--- src/source/saturnGlue_defs.svh ---
`ifndef SATURN_GLUE_DEFS_SVH
`define SATURN_GLUE_DEFS_SVH

// CPU bus and peripheral bus widths
`define CPU_ADDR_W      25
`define CPU_DATA_W      32
`define PBUS_DATA_W     16

// Read values with no slave selected
`define ABUS_IDLE_DATA  16'hFFFF
`define BBUS_IDLE_DATA  16'h0000

// ST-V board
`define STV_CART_MODE   3'd5
`define STV_IO_FIRST    25'h0400000
`define STV_IO_LAST     25'h040007F

// SMPC port 2 bits driving the ST-V sound resets
`define STV_SCSP_BIT    3
`define STV_SCPU_BIT    4

`endif
--- src/source/saturnPkg.sv ---
`default_nettype none

`include "saturnGlue_defs.svh"

package saturnPkg;

	typedef logic [`CPU_ADDR_W-1:0]  cpuAddr_t;
	typedef logic [`CPU_DATA_W-1:0]  cpuData_t;
	typedef logic [`PBUS_DATA_W-1:0] busWord_t;
	typedef logic [2:0]              cartMode_t;
	typedef logic [6:0]              smpcPort_t;

	// Master CPU bus request, strobes active low
	typedef struct packed {
		cpuAddr_t   addr;
		cpuData_t   wrData;
		logic       cs0N;
		logic       cs3N;
		logic [3:0] dqmN;
		logic       rdN;
	} cpuBusReq_t;

	typedef struct packed {
		logic dramN;
		logic romN;
		logic sramN;
		logic smpcN;
	} dccSelect_t;

	typedef struct packed {
		logic       romN;
		logic       sramN;
		logic       ramlN;
		logic       ramhN;
		logic       stvIoN;
		logic [3:0] dqmN;
		logic       rdN;
	} memPort_t;

	typedef logic [2:0] aBusSel_t;
	typedef logic [2:0] bBusSel_t;

endpackage

`default_nettype wire

--- src/source/saturnGlue.sv ---
`timescale 1ns/1ps
`default_nettype none

module saturnGlue import saturnPkg::*; (
	input  logic       CLK,
	input  logic       RST_N,
	input  logic       SYS_CE_R,
	input  logic       SMPC_CE,
	input  logic       CD_CE,
	// CPU bus side
	input  cpuBusReq_t cpuReq,
	input  dccSelect_t dccSel,
	input  cpuData_t   memDi,
	input  logic       MEM_WAIT_N,
	input  logic       scuWaitN,
	input  cpuData_t   scuDo,
	input  logic [7:0] smpcDo,
	input  cartMode_t  cartMode,
	input  logic       msRfs,
	input  logic       ecRfs,
	output memPort_t   memSel,
	output cpuAddr_t   memA,
	output cpuData_t   memDo,
	output cpuData_t   cpuDi,
	output logic       cpuWaitN,
	output logic       ramhRfs,
	// A-bus and B-bus
	input  aBusSel_t   aSel,
	input  busWord_t   cartDo,
	input  busWord_t   cdDo,
	input  logic       cartWaitN,
	input  logic       cdWaitN,
	input  bBusSel_t   bSel,
	input  busWord_t   vdp1Do,
	input  busWord_t   vdp2Do,
	input  busWord_t   scspDo,
	output busWord_t   aDi,
	output busWord_t   bDi,
	output logic       aWaitN,
	// Resets and clock enables
	input  smpcPort_t  pdr2o,
	input  smpcPort_t  ddr2,
	input  logic       sysResN,
	input  logic       sndResN,
	output logic       mresN,
	output logic       scspResN,
	output logic       scpuResN,
	output logic       shCeR,
	output logic       shCeF
);

	cpuBusRouter router (
		.cpuReq(cpuReq), .dccSel(dccSel), .memDi(memDi), .memWaitN(MEM_WAIT_N),
		.scuWaitN(scuWaitN), .scuDo(scuDo), .smpcDo(smpcDo), .cartMode(cartMode),
		.msRfs(msRfs), .ecRfs(ecRfs), .memSel(memSel), .memA(memA), .memDo(memDo),
		.cpuDi(cpuDi), .cpuWaitN(cpuWaitN), .ramhRfs(ramhRfs)
	);

	peripheralBusMux busMux (
		.aSel(aSel), .cartDo(cartDo), .cdDo(cdDo), .cartWaitN(cartWaitN),
		.cdWaitN(cdWaitN), .bSel(bSel), .vdp1Do(vdp1Do), .vdp2Do(vdp2Do),
		.scspDo(scspDo), .aDi(aDi), .bDi(bDi), .aWaitN(aWaitN)
	);

	resetClockControl resetCtl (
		.CLK(CLK), .RST_N(RST_N), .SYS_CE_R(SYS_CE_R), .SMPC_CE(SMPC_CE),
		.CD_CE(CD_CE), .cartMode(cartMode), .pdr2o(pdr2o), .ddr2(ddr2),
		.sysResN(sysResN), .sndResN(sndResN), .mresN(mresN), .scspResN(scspResN),
		.scpuResN(scpuResN), .shCeR(shCeR), .shCeF(shCeF)
	);

endmodule

`default_nettype wire

--- src/source/resetClockControl.sv ---
`timescale 1ns/1ps
`default_nettype none

`include "saturnGlue_defs.svh"

module resetClockControl import saturnPkg::*; (
	input  logic      CLK,
	input  logic      RST_N,
	input  logic      SYS_CE_R,
	input  logic      SMPC_CE,
	input  logic      CD_CE,
	input  cartMode_t cartMode,
	input  smpcPort_t pdr2o,
	input  smpcPort_t ddr2,
	input  logic      sysResN,
	input  logic      sndResN,
	output logic      mresN,
	output logic      scspResN,
	output logic      scpuResN,
	output logic      shCeR,
	output logic      shCeF
);

	logic stvScspResN;
	logic stvScpuResN;
	logic cdPhase;
	logic stvMode;

	// Master reset released on first SMPC tick
	always_ff @(posedge CLK or negedge RST_N) begin
		if (!RST_N) begin
			mresN <= 1'b0;
		end else if (SMPC_CE) begin
			mresN <= 1'b1;
		end
	end

	// Released only while the port bit is an output driven low
	always_ff @(posedge CLK or negedge RST_N) begin
		if (!RST_N) begin
			stvScspResN <= 1'b0;
			stvScpuResN <= 1'b0;
		end else if (SYS_CE_R) begin
			stvScspResN <= ~(pdr2o[`STV_SCSP_BIT] | ~ddr2[`STV_SCSP_BIT]);
			stvScpuResN <= ~(pdr2o[`STV_SCPU_BIT] | ~ddr2[`STV_SCPU_BIT]);
		end
	end

	assign stvMode  = (cartMode == `STV_CART_MODE);
	assign scspResN = stvMode ? stvScspResN : sysResN;
	assign scpuResN = stvMode ? stvScpuResN : sndResN;

	// Halve CD_CE into rise and fall enables for the SH-1
	always_ff @(posedge CLK or negedge RST_N) begin
		if (!RST_N) begin
			cdPhase <= 1'b0;
		end else if (CD_CE) begin
			cdPhase <= ~cdPhase;
		end
	end

	assign shCeR = cdPhase & CD_CE;
	assign shCeF = ~cdPhase & CD_CE;

endmodule

`default_nettype wire

--- src/source/peripheralBusMux.sv ---
`timescale 1ns/1ps
`default_nettype none

`include "saturnGlue_defs.svh"

module peripheralBusMux import saturnPkg::*; (
	input  aBusSel_t aSel,
	input  busWord_t cartDo,
	input  busWord_t cdDo,
	input  logic     cartWaitN,
	input  logic     cdWaitN,
	input  bBusSel_t bSel,
	input  busWord_t vdp1Do,
	input  busWord_t vdp2Do,
	input  busWord_t scspDo,
	output busWord_t aDi,
	output busWord_t bDi,
	output logic     aWaitN
);

	// A-bus: CS0/CS1 cartridge, CS2 CD block
	always_comb begin
		if (!aSel[0] || !aSel[1]) begin
			aDi = cartDo;
		end else if (!aSel[2]) begin
			aDi = cdDo;
		end else begin
			aDi = `ABUS_IDLE_DATA;
		end
	end

	assign aWaitN = cartWaitN & cdWaitN;

	// B-bus select order: VDP1, VDP2, SCSP
	always_comb begin
		if (!bSel[0]) begin
			bDi = vdp1Do;
		end else if (!bSel[1]) begin
			bDi = vdp2Do;
		end else if (!bSel[2]) begin
			bDi = scspDo;
		end else begin
			bDi = `BBUS_IDLE_DATA;
		end
	end

endmodule

`default_nettype wire

--- src/source/cpuBusRouter.sv ---
`timescale 1ns/1ps
`default_nettype none

`include "saturnGlue_defs.svh"

module cpuBusRouter import saturnPkg::*; (
	input  cpuBusReq_t cpuReq,
	input  dccSelect_t dccSel,
	input  cpuData_t   memDi,
	input  logic       memWaitN,
	input  logic       scuWaitN,
	input  cpuData_t   scuDo,
	input  logic [7:0] smpcDo,
	input  cartMode_t  cartMode,
	input  logic       msRfs,
	input  logic       ecRfs,
	output memPort_t   memSel,
	output cpuAddr_t   memA,
	output cpuData_t   memDo,
	output cpuData_t   cpuDi,
	output logic       cpuWaitN,
	output logic       ramhRfs
);

	logic stvIoHit;
	logic memHit;
	logic inStvWindow;

	// ST-V I/O lives in the CS0 area on ST-V boards only
	assign inStvWindow = (cpuReq.addr >= `STV_IO_FIRST) &&
		(cpuReq.addr <= `STV_IO_LAST);
	assign stvIoHit = inStvWindow && !cpuReq.cs0N &&
		(cartMode == `STV_CART_MODE);

	// RAMH sits on CS3, the rest come from the DCC
	assign memHit = !cpuReq.cs3N || !dccSel.dramN || !dccSel.romN || !dccSel.sramN;

	always_comb begin
		memSel.romN   = dccSel.romN;
		memSel.sramN  = dccSel.sramN;
		memSel.ramlN  = dccSel.dramN;
		memSel.ramhN  = cpuReq.cs3N;
		memSel.stvIoN = ~stvIoHit;
		memSel.dqmN   = cpuReq.dqmN;
		memSel.rdN    = cpuReq.rdN;
	end

	assign memA  = cpuReq.addr;
	assign memDo = cpuReq.wrData;

	// Read return priority
	always_comb begin
		if (memHit || stvIoHit) begin
			cpuDi = memDi;
		end else if (!dccSel.smpcN) begin
			// SMPC is byte wide, mirrored on all lanes
			cpuDi = {4{smpcDo}};
		end else begin
			cpuDi = scuDo;
		end
	end

	// Memory wait ignored unless a memory is selected
	assign cpuWaitN = scuWaitN & (memWaitN | ~memHit);

	// Refresh from master CPU or SCU
	assign ramhRfs = msRfs | ecRfs;

endmodule

`default_nettype wire

--- config.mk ---
export PLATFORM = sky130hd
export DESIGN_NAME = saturnGlue
export DESIGN_NICKNAME = d
export VERILOG_FILES = /design/src/source/saturnPkg.sv /design/src/source/saturnGlue.sv /design/src/source/resetClockControl.sv /design/src/source/peripheralBusMux.sv /design/src/source/cpuBusRouter.sv
export VERILOG_INCLUDE_DIRS = /design/src /design/src/source
export SDC_FILE = /design/constraint.sdc
export NUM_CORES = 1
export LEC_CHECK = 0
export BUFFER_PORTS_ARGS = -buffer_cell sky130_fd_sc_hd__buf_2
export CAP_MARGIN = 15
export CORE_AREA = 3 3 150 152
export CTS_CLUSTER_SIZE = 30
export DETAILED_ROUTE_END_ITERATION = 8
export DIE_AREA = 0 0 153 155
export PLACE_DENSITY = 0.46
export SETUP_SLACK_MARGIN = 0.02
export SLEW_MARGIN = 20
export SYNTH_ARGS = -nofsm -noshare
export SYNTH_HDL_FRONTEND = slang
export SYNTH_SLANG_ARGS = --single-unit
--- constraint.sdc ---
create_clock -name CLK -period 2.2 [get_ports CLK]
set_clock_uncertainty 0.05 [all_clocks]
set_input_delay 0.44 -clock CLK [delete_from_list [all_inputs] [get_ports CLK]]
set_output_delay 0.44 -clock CLK [all_outputs]
set_load 0.1 [all_outputs]
==> impl_metrics.csv, run 1 <==
group,metric,value,unit
run_status,outcome,"complete, but fails checks",
run_status,failed_checks,"setup timing",
worst_setup_path,crit_cells,8,
pwr,p_total,2.46,mW
cts,clock-sinks,4,
synthesis,synthCells,309,
global_route,grt_overflow,0,
routing,drt_iter0_drc,79,
worst_setup_path,startpoint_type,"input pin",
sta,fin_crit_sh,122,%
routing,ant_nets,0,
pwr,p_per_area,423,nW/um^2
die,core,21200,sq um
worst_setup_path,path_max_fanout,7,
global_route,grt_pass1_vias,3376,
worst_setup_path,cp-endpoint,"cpuDi[14]",
synthesis,synth_area_per_cell,7.09,sq um
die,initial_core_util,10.4,%
global_route,grt_first_pass_wirelength,18700,um
sta,fin_crit,2680,ps
pwr,p_leak,2.53,nW
worst_setup_path,worst-path-buf-inv,4,
worst_setup_path,cpPeakStageDelay,540,ps
pwr,seqPwrFrac,3.9,%
routing,drc,0,
worst_setup_path,crit_start,"cpuReq[47]",
cts,cts-root-buf,"clkbuf_16",
routing,via_per_inst,3.84,
finish,final_cells,839,
cts,post_cts.repair.setup_buffers,0,
worst_setup_path,worstSetupPathType,"in -> out",
cts,cts_tree,"built",
worst_setup_path,rr_endpoint,"resetCtl.mresN",
worst_setup_path,r2r_start,"resetCtl.mresN",
worst_setup_path,ff2ff_path_depth,1,
finish,drive_gt1_share,74.1,%
min_path,min_path_type,"in -> reg",
place,place_hpwl,11400,um
routing,post_drt_wl_per_cell,15.3,um
sta,slew_headroom,65.0,%
synthesis,synthDominantCellAreaShare,22.6,%
worst_setup_path,crit_chain,"buf_6 > or4b_4 > nor4_4 > buf_4 > nand2_8 > buf_12 > a2bb2oi_4 > buf_12",
cts,cts_max_level,1,
finish,n_antenna_cell,0,
place,post-place-ws,-525,ps
pwr,ir_drop,0.218,mV
synthesis,synthesis.nets,565,
worst_setup_path,arrival,2190,ps
worst_setup_path,critPathMostFrequentCell,"buf_12",
pwr,comb_power_share,84.8,%
sta,hold_viol,0,
place,routabilityCongestion,0.735,
cts,worstSkewPairLatency,220,ps
place,place_inst,832,
cts,numCtsBuffers,3,
synthesis,ys_types,28,
finish,fillers,2269,
finish,seq_area,100,sq um
sta,rsz0062_at_grt,"yes",
synthesis,synth_area_leaders,"buf_4 23%, a2bb2oi_2 16%, a211oi_1 11%, a21oi_1 11%, nor2_1 8.4%",
finish,final_nets,822,
sta,layout_setup_ws,-484,ps
run,cap_violations,0,
die,fp-row-count,53,
die,die-area,23700,sq um
finish,multi_input_area,2250,sq um
synthesis,synth_area,2190,sq um
synthesis,synth-seq-area-share,4.57,%
worst_setup_path,setup.worst_path.end_class,"primary output",
finish,area_growth_syn_to_layout,165,%
pwr,p_sw_share,56.7,%
worst_setup_path,critPathRequiredTime,1710,ps
sta,fmax,373,MHz
global_route,grt_usage,9.81,%
worst_setup_path,critPathSlowestCell,"or4b_4",
global_route,grt_max_degree,34,
sta,setup_viol,33,
die,die_h,155,um
routing,dr.pass1.iters,4,
cts,clk_pin_slew,30,ps
routing,num_vias,3223,
die,die_x,153,um
pwr,clkPwrFrac,11.3,%
global_route,antenna_found_initial,1,
synthesis,synth.ff_latch_count,4,
cts,cts.path.max_buffers,2,
die,io_pins,395,
sta,setup_tns,-15150,ps
routing,wl,12800,um
sta,slew_viol_final,0,
synthesis,synth_area_leader_cell,"buf_4",
place,portBuffers,296,
synthesis,yosysWarnings,0,
pwr,p_int,1.06,mW
sta,tightestPinTransition,523,ps
pwr,p_sw,1.39,mW
worst_setup_path,ff2ff_setup_slack,1390,ps
worst_setup_path,cp_top_family,"simple AND/OR/NAND/NOR gates",
==> stage by stage <==
step	hold WS (ps)	util, %	area [sq um]
6_report	363	27.4	5810
2_1_floorplan	94.4	-	2990
5_1_grt	377	27.4	5810
3_5_place_dp	197	26.4	5580
3_3_place_gp	197	26.4	5580
4_1_cts	363	27.3	5770
==> repair_timing <==
item,4_1_cts,5_1_grt
pin swaps,9,11
gates cloned,2,1
resized for setup,13,3
endpoints found under the setup margin,33,33
hold buffers,1,0
hold endpoints to repair,4,0
==> worst min path at each step <==
stage               slack, ps  cells after the start               end    start
global route              380                      2    resetCtl.mresN  SMPC_CE
CTS                       360                      2    resetCtl.mresN  SMPC_CE
detailed placement        200                      1  resetCtl.cdPhase    RST_N
finish                    360                      2    resetCtl.mresN  SMPC_CE
floorplan                  90                      0  resetCtl.cdPhase    RST_N
global placement          200                      1  resetCtl.cdPhase    RST_N
==> registers in the layout, summed over array words and instances, names as in the netlist <==
name and flops:
resetCtl.cdPhase 1, resetCtl.mresN 1, resetCtl.stvScpuResN 1, resetCtl.stvScspResN 1
==> cell usage after synthesis (all sizes together) <==
library cell / n
or4b: 1
or4: 3
o21ai: 4
a2bb2oi: 32
nand3b: 4
nor4: 1
nand2: 3
and2: 3
or3: 1
a31oi: 1
a21boi: 1
inv: 3
or2: 2
nand4: 1
xor2: 1
buf: 72
nor2b: 25
dfrtp: 4
clkbuf: 18
nor2: 49
a21oi: 47
nand2b: 1
a211oi: 32
==> layout by cell type, fill, tap and decap left out, types with 3 or more instances in the layout <==
master and instances:
a21oi_4 32, dfrtp_1 4, buf_12 74, buf_4 32
a21oi_1 15, nor2_1 49, nand3b_1 4, nor2b_1 24
buf_2 225, a2bb2oi_4 32, a211oi_1 32, inv_1 3
clkbuf_16 4, buf_6 5
==> power groups by stage <==
stage	combinational (mW)	sequential, mW	clock, mW
global route	2.16	0.0977	0.288
CTS	2.10	0.0970	0.285
detailed placement	2.09	0.0978	0
global placement	2.09	0.0974	0
finish	2.08	0.0966	0.276
floorplan	1.74	0.0958	0
==> layer usage <==
metal	global-route usage [%]	up-vias	wire length, um	part of all wire [%]
met5	0	-	14	0.11
met4	2.08	2	240	1.9
met3	3.81	36	1440	11
met2	19.8	196	6940	54
met1	9.31	1433	4170	33
li1	-	1556	-	-
==> kinds of logic (layout without fill, tap and decap cells) <==
logic type                Yosys count  after routing  share of synthesized area (%)
and+or+nand+nor                    94             94                           22.6
DFF                                 4              4                           4.57
AOI/OAI and AO/OA                 117            117                           43.1
buffers and inverters              93            348                           29.3
xor gates and xnor gates            1              1                          0.400
==> layout make-up <==
class	instances	share of cell area, %
Clock buffer	3	1.29
Inverter	3	0.194
Multi-Input combinational cell	212	38.8
Sequential cell	4	1.72
Tap cell	275	5.93
Timing Repair Buffer	342	52.1
Power figures use the tool's default switching activity.
==> run 2: changes to the inputs <==
PLACE_DENSITY = 0.39   (was 0.46)
==> run 2 against run 1 <==
The flow still finishes with violations (setup timing). Critical path depth unchanged. Die area unchanged. Global-route usage up 0.37 points. First-iteration DRC count down 14%. Cell area up 3.9%. Critical path type unchanged.
==> impl_metrics.csv, run 2 (same netlist as run 1, synthesis figures left out) <==
group,metric,value,unit
worst_setup_path,ff2ff_setup_slack,1370,ps
finish,final_cells,866,
cts,clock-sinks,4,
pwr,ir_drop,0.281,mV
die,die_h,155,um
cts,cts_tree,"built",
worst_setup_path,path_max_fanout,8,
place,place_inst,855,
routing,num_vias,3256,
finish,final_common_cell,"buf_2",
finish,area_growth_syn_to_layout,175,%
global_route,antenna_found_initial,1,
finish,multi_input_area,2250,sq um
pwr,p_total,2.50,mW
die,fp-row-count,53,
sta,setup_viol,33,
die,io_pins,395,
routing,drc,0,
cts,cts_max_level,1,
worst_setup_path,cp-endpoint,"cpuDi[14]",
finish,final_area,6030,sq um
worst_setup_path,critPathMostFrequentCell,"buf_6",
die,core,21200,sq um
worst_setup_path,crit_start,"cpuReq[60]",
worst_setup_path,critPathRequiredTime,1710,ps
sta,fin_crit_sh,122,%
sta,slew_viol_final,0,
place,routabilityCongestion,0.775,
sta,setup_tns,-14950,ps
min_path,whs_path_depth,2,
global_route,grt_overflow,0,
cts,cts-root-buf,"clkbuf_16",
sta,fin_crit,2680,ps
run_status,failed_checks,"setup timing",
finish,fillers,2250,
worst_setup_path,arrival,2190,ps
sta,whs,355,ps
die,die_x,153,um
routing,post_drt_wl_per_cell,15.4,um
cts,numCtsBuffers,3,
sta,slew_headroom,66.7,%
finish,drive_gt1_share,75.3,%
run,cap_violations,0,
worst_setup_path,ff2ff_path_depth,1,
place,post_dp_cell_area,5740,sq um
place,place_hpwl,11600,um
sta,layout_setup_ws,-482,ps
place,portBuffers,296,
routing,via_per_inst,3.76,
run_status,outcome,"complete, but fails checks",
sta,rsz0062_at_grt,"yes",
worst_setup_path,crit_chain,"buf_6 > or4_4 > nor4_4 > buf_6 > a21oi_4 > clkbuf_16 > a2bb2oi_4 > buf_12",
worst_setup_path,startpoint_type,"input pin",
worst_setup_path,r2r_start,"resetCtl.mresN",
pwr,p_leak,2.68,nW
worst_setup_path,setup.worst_path.end_class,"primary output",
global_route,grt_max_degree,34,
global_route,grt_first_pass_wirelength,19600,um
routing,wl,13400,um
worst_setup_path,worstSetupPathType,"in -> out",
finish,seq_area,100,sq um
finish,final_cell_mix,"225 x buf_2, 72 x buf_12, 55 x buf_4, 49 x nor2_1",
die,die-area,23700,sq um
finish,final_nets,849,
worst_setup_path,cpPeakStageDelay,540,ps
die,initial_core_util,10.4,%
min_path,min_path_type,"in -> reg",
finish,n_antenna_cell,0,
sta,tightestPinTransition,503,ps
sta,hold_viol,0,
global_route,grt_pass1_vias,3433,
cts,clk_pin_slew,30,ps
routing,drt_iter0_drc,68,
global_route,grt_usage,10.2,%
sta,fmax,373,MHz
worst_setup_path,critPathSlowestCell,"or4_4",
cts,cts.path.max_buffers,2,
routing,ant_nets,0,
worst_setup_path,rr_endpoint,"resetCtl.mresN",
pwr,p_per_area,414,nW/um^2
cts,worstSkewPairLatency,220,ps
routing,dr.pass1.iters,4,
run 2: cell count changes in the layout (fill, tap and decap cells not counted):
cell       before  now
buf_12         74   72
buf_4          32   55
buf_6           5    9
clkbuf_16       4    7
buf_16          2    1
run 2: routing by layer:
metal	wire (um)	vias to the layer above	global-route usage [%]
met5	10	-	0
met4	129	2	1.74
met3	1300	32	3.03
met2	7010	186	19.4
met1	4910	1422	11.3
li1	-	1614	-
run 2: final cells by class:
type	count	share of cell area (%)
Sequential cell	4	1.66
Tap cell	275	5.71
Inverter	3	0.187
Clock buffer	3	1.24
Multi-Input combinational cell	212	37.3
Timing Repair Buffer	369	53.9
run 2: worst min path at each step:
| stage | from | slack [ps] | end |
|---|---|---|---|
| CTS | SMPC_CE | 350 | resetCtl.mresN |
| detailed placement | RST_N | 200 | resetCtl.mresN |
| finish | SMPC_CE | 350 | resetCtl.mresN |
| global placement | RST_N | 200 | resetCtl.mresN |
| global route | SMPC_CE | 360 | resetCtl.mresN |
| floorplan | RST_N | 90 | resetCtl.cdPhase |
run 2: report_power, final:
group	internal (mW)	switching (mW)	leakage (nW)
Clock	0.233	0.0543	0.0370
Combinational	0.767	1.34	2.60
Sequential	0.0865	0.0116	0.0464
run 2: worst max-delay path, delay by kind of cell:
family,cells,cell delay [ps]
buf+inv,4,620
simple gates,2,830
compound gates,2,280
run 2: per-stage QoR:
step / setup slack (ps) / util, %
2_1_floorplan: -567 / -
3_3_place_gp: -536 / 27.1
3_5_place_dp: -507 / 27.1
4_1_cts: -492 / 27.7
5_1_grt: -527 / 28.5
6_report: -482 / 28.5
run 2: what timing repair did:
action,in CTS,in global routing
cloned,0,5
setup endpoints to repair,33,33
resized for setup,8,11
buffers inserted,1,1
endpoints found under the hold margin,4,0
pin swaps,2,11
hold buffers,1,0
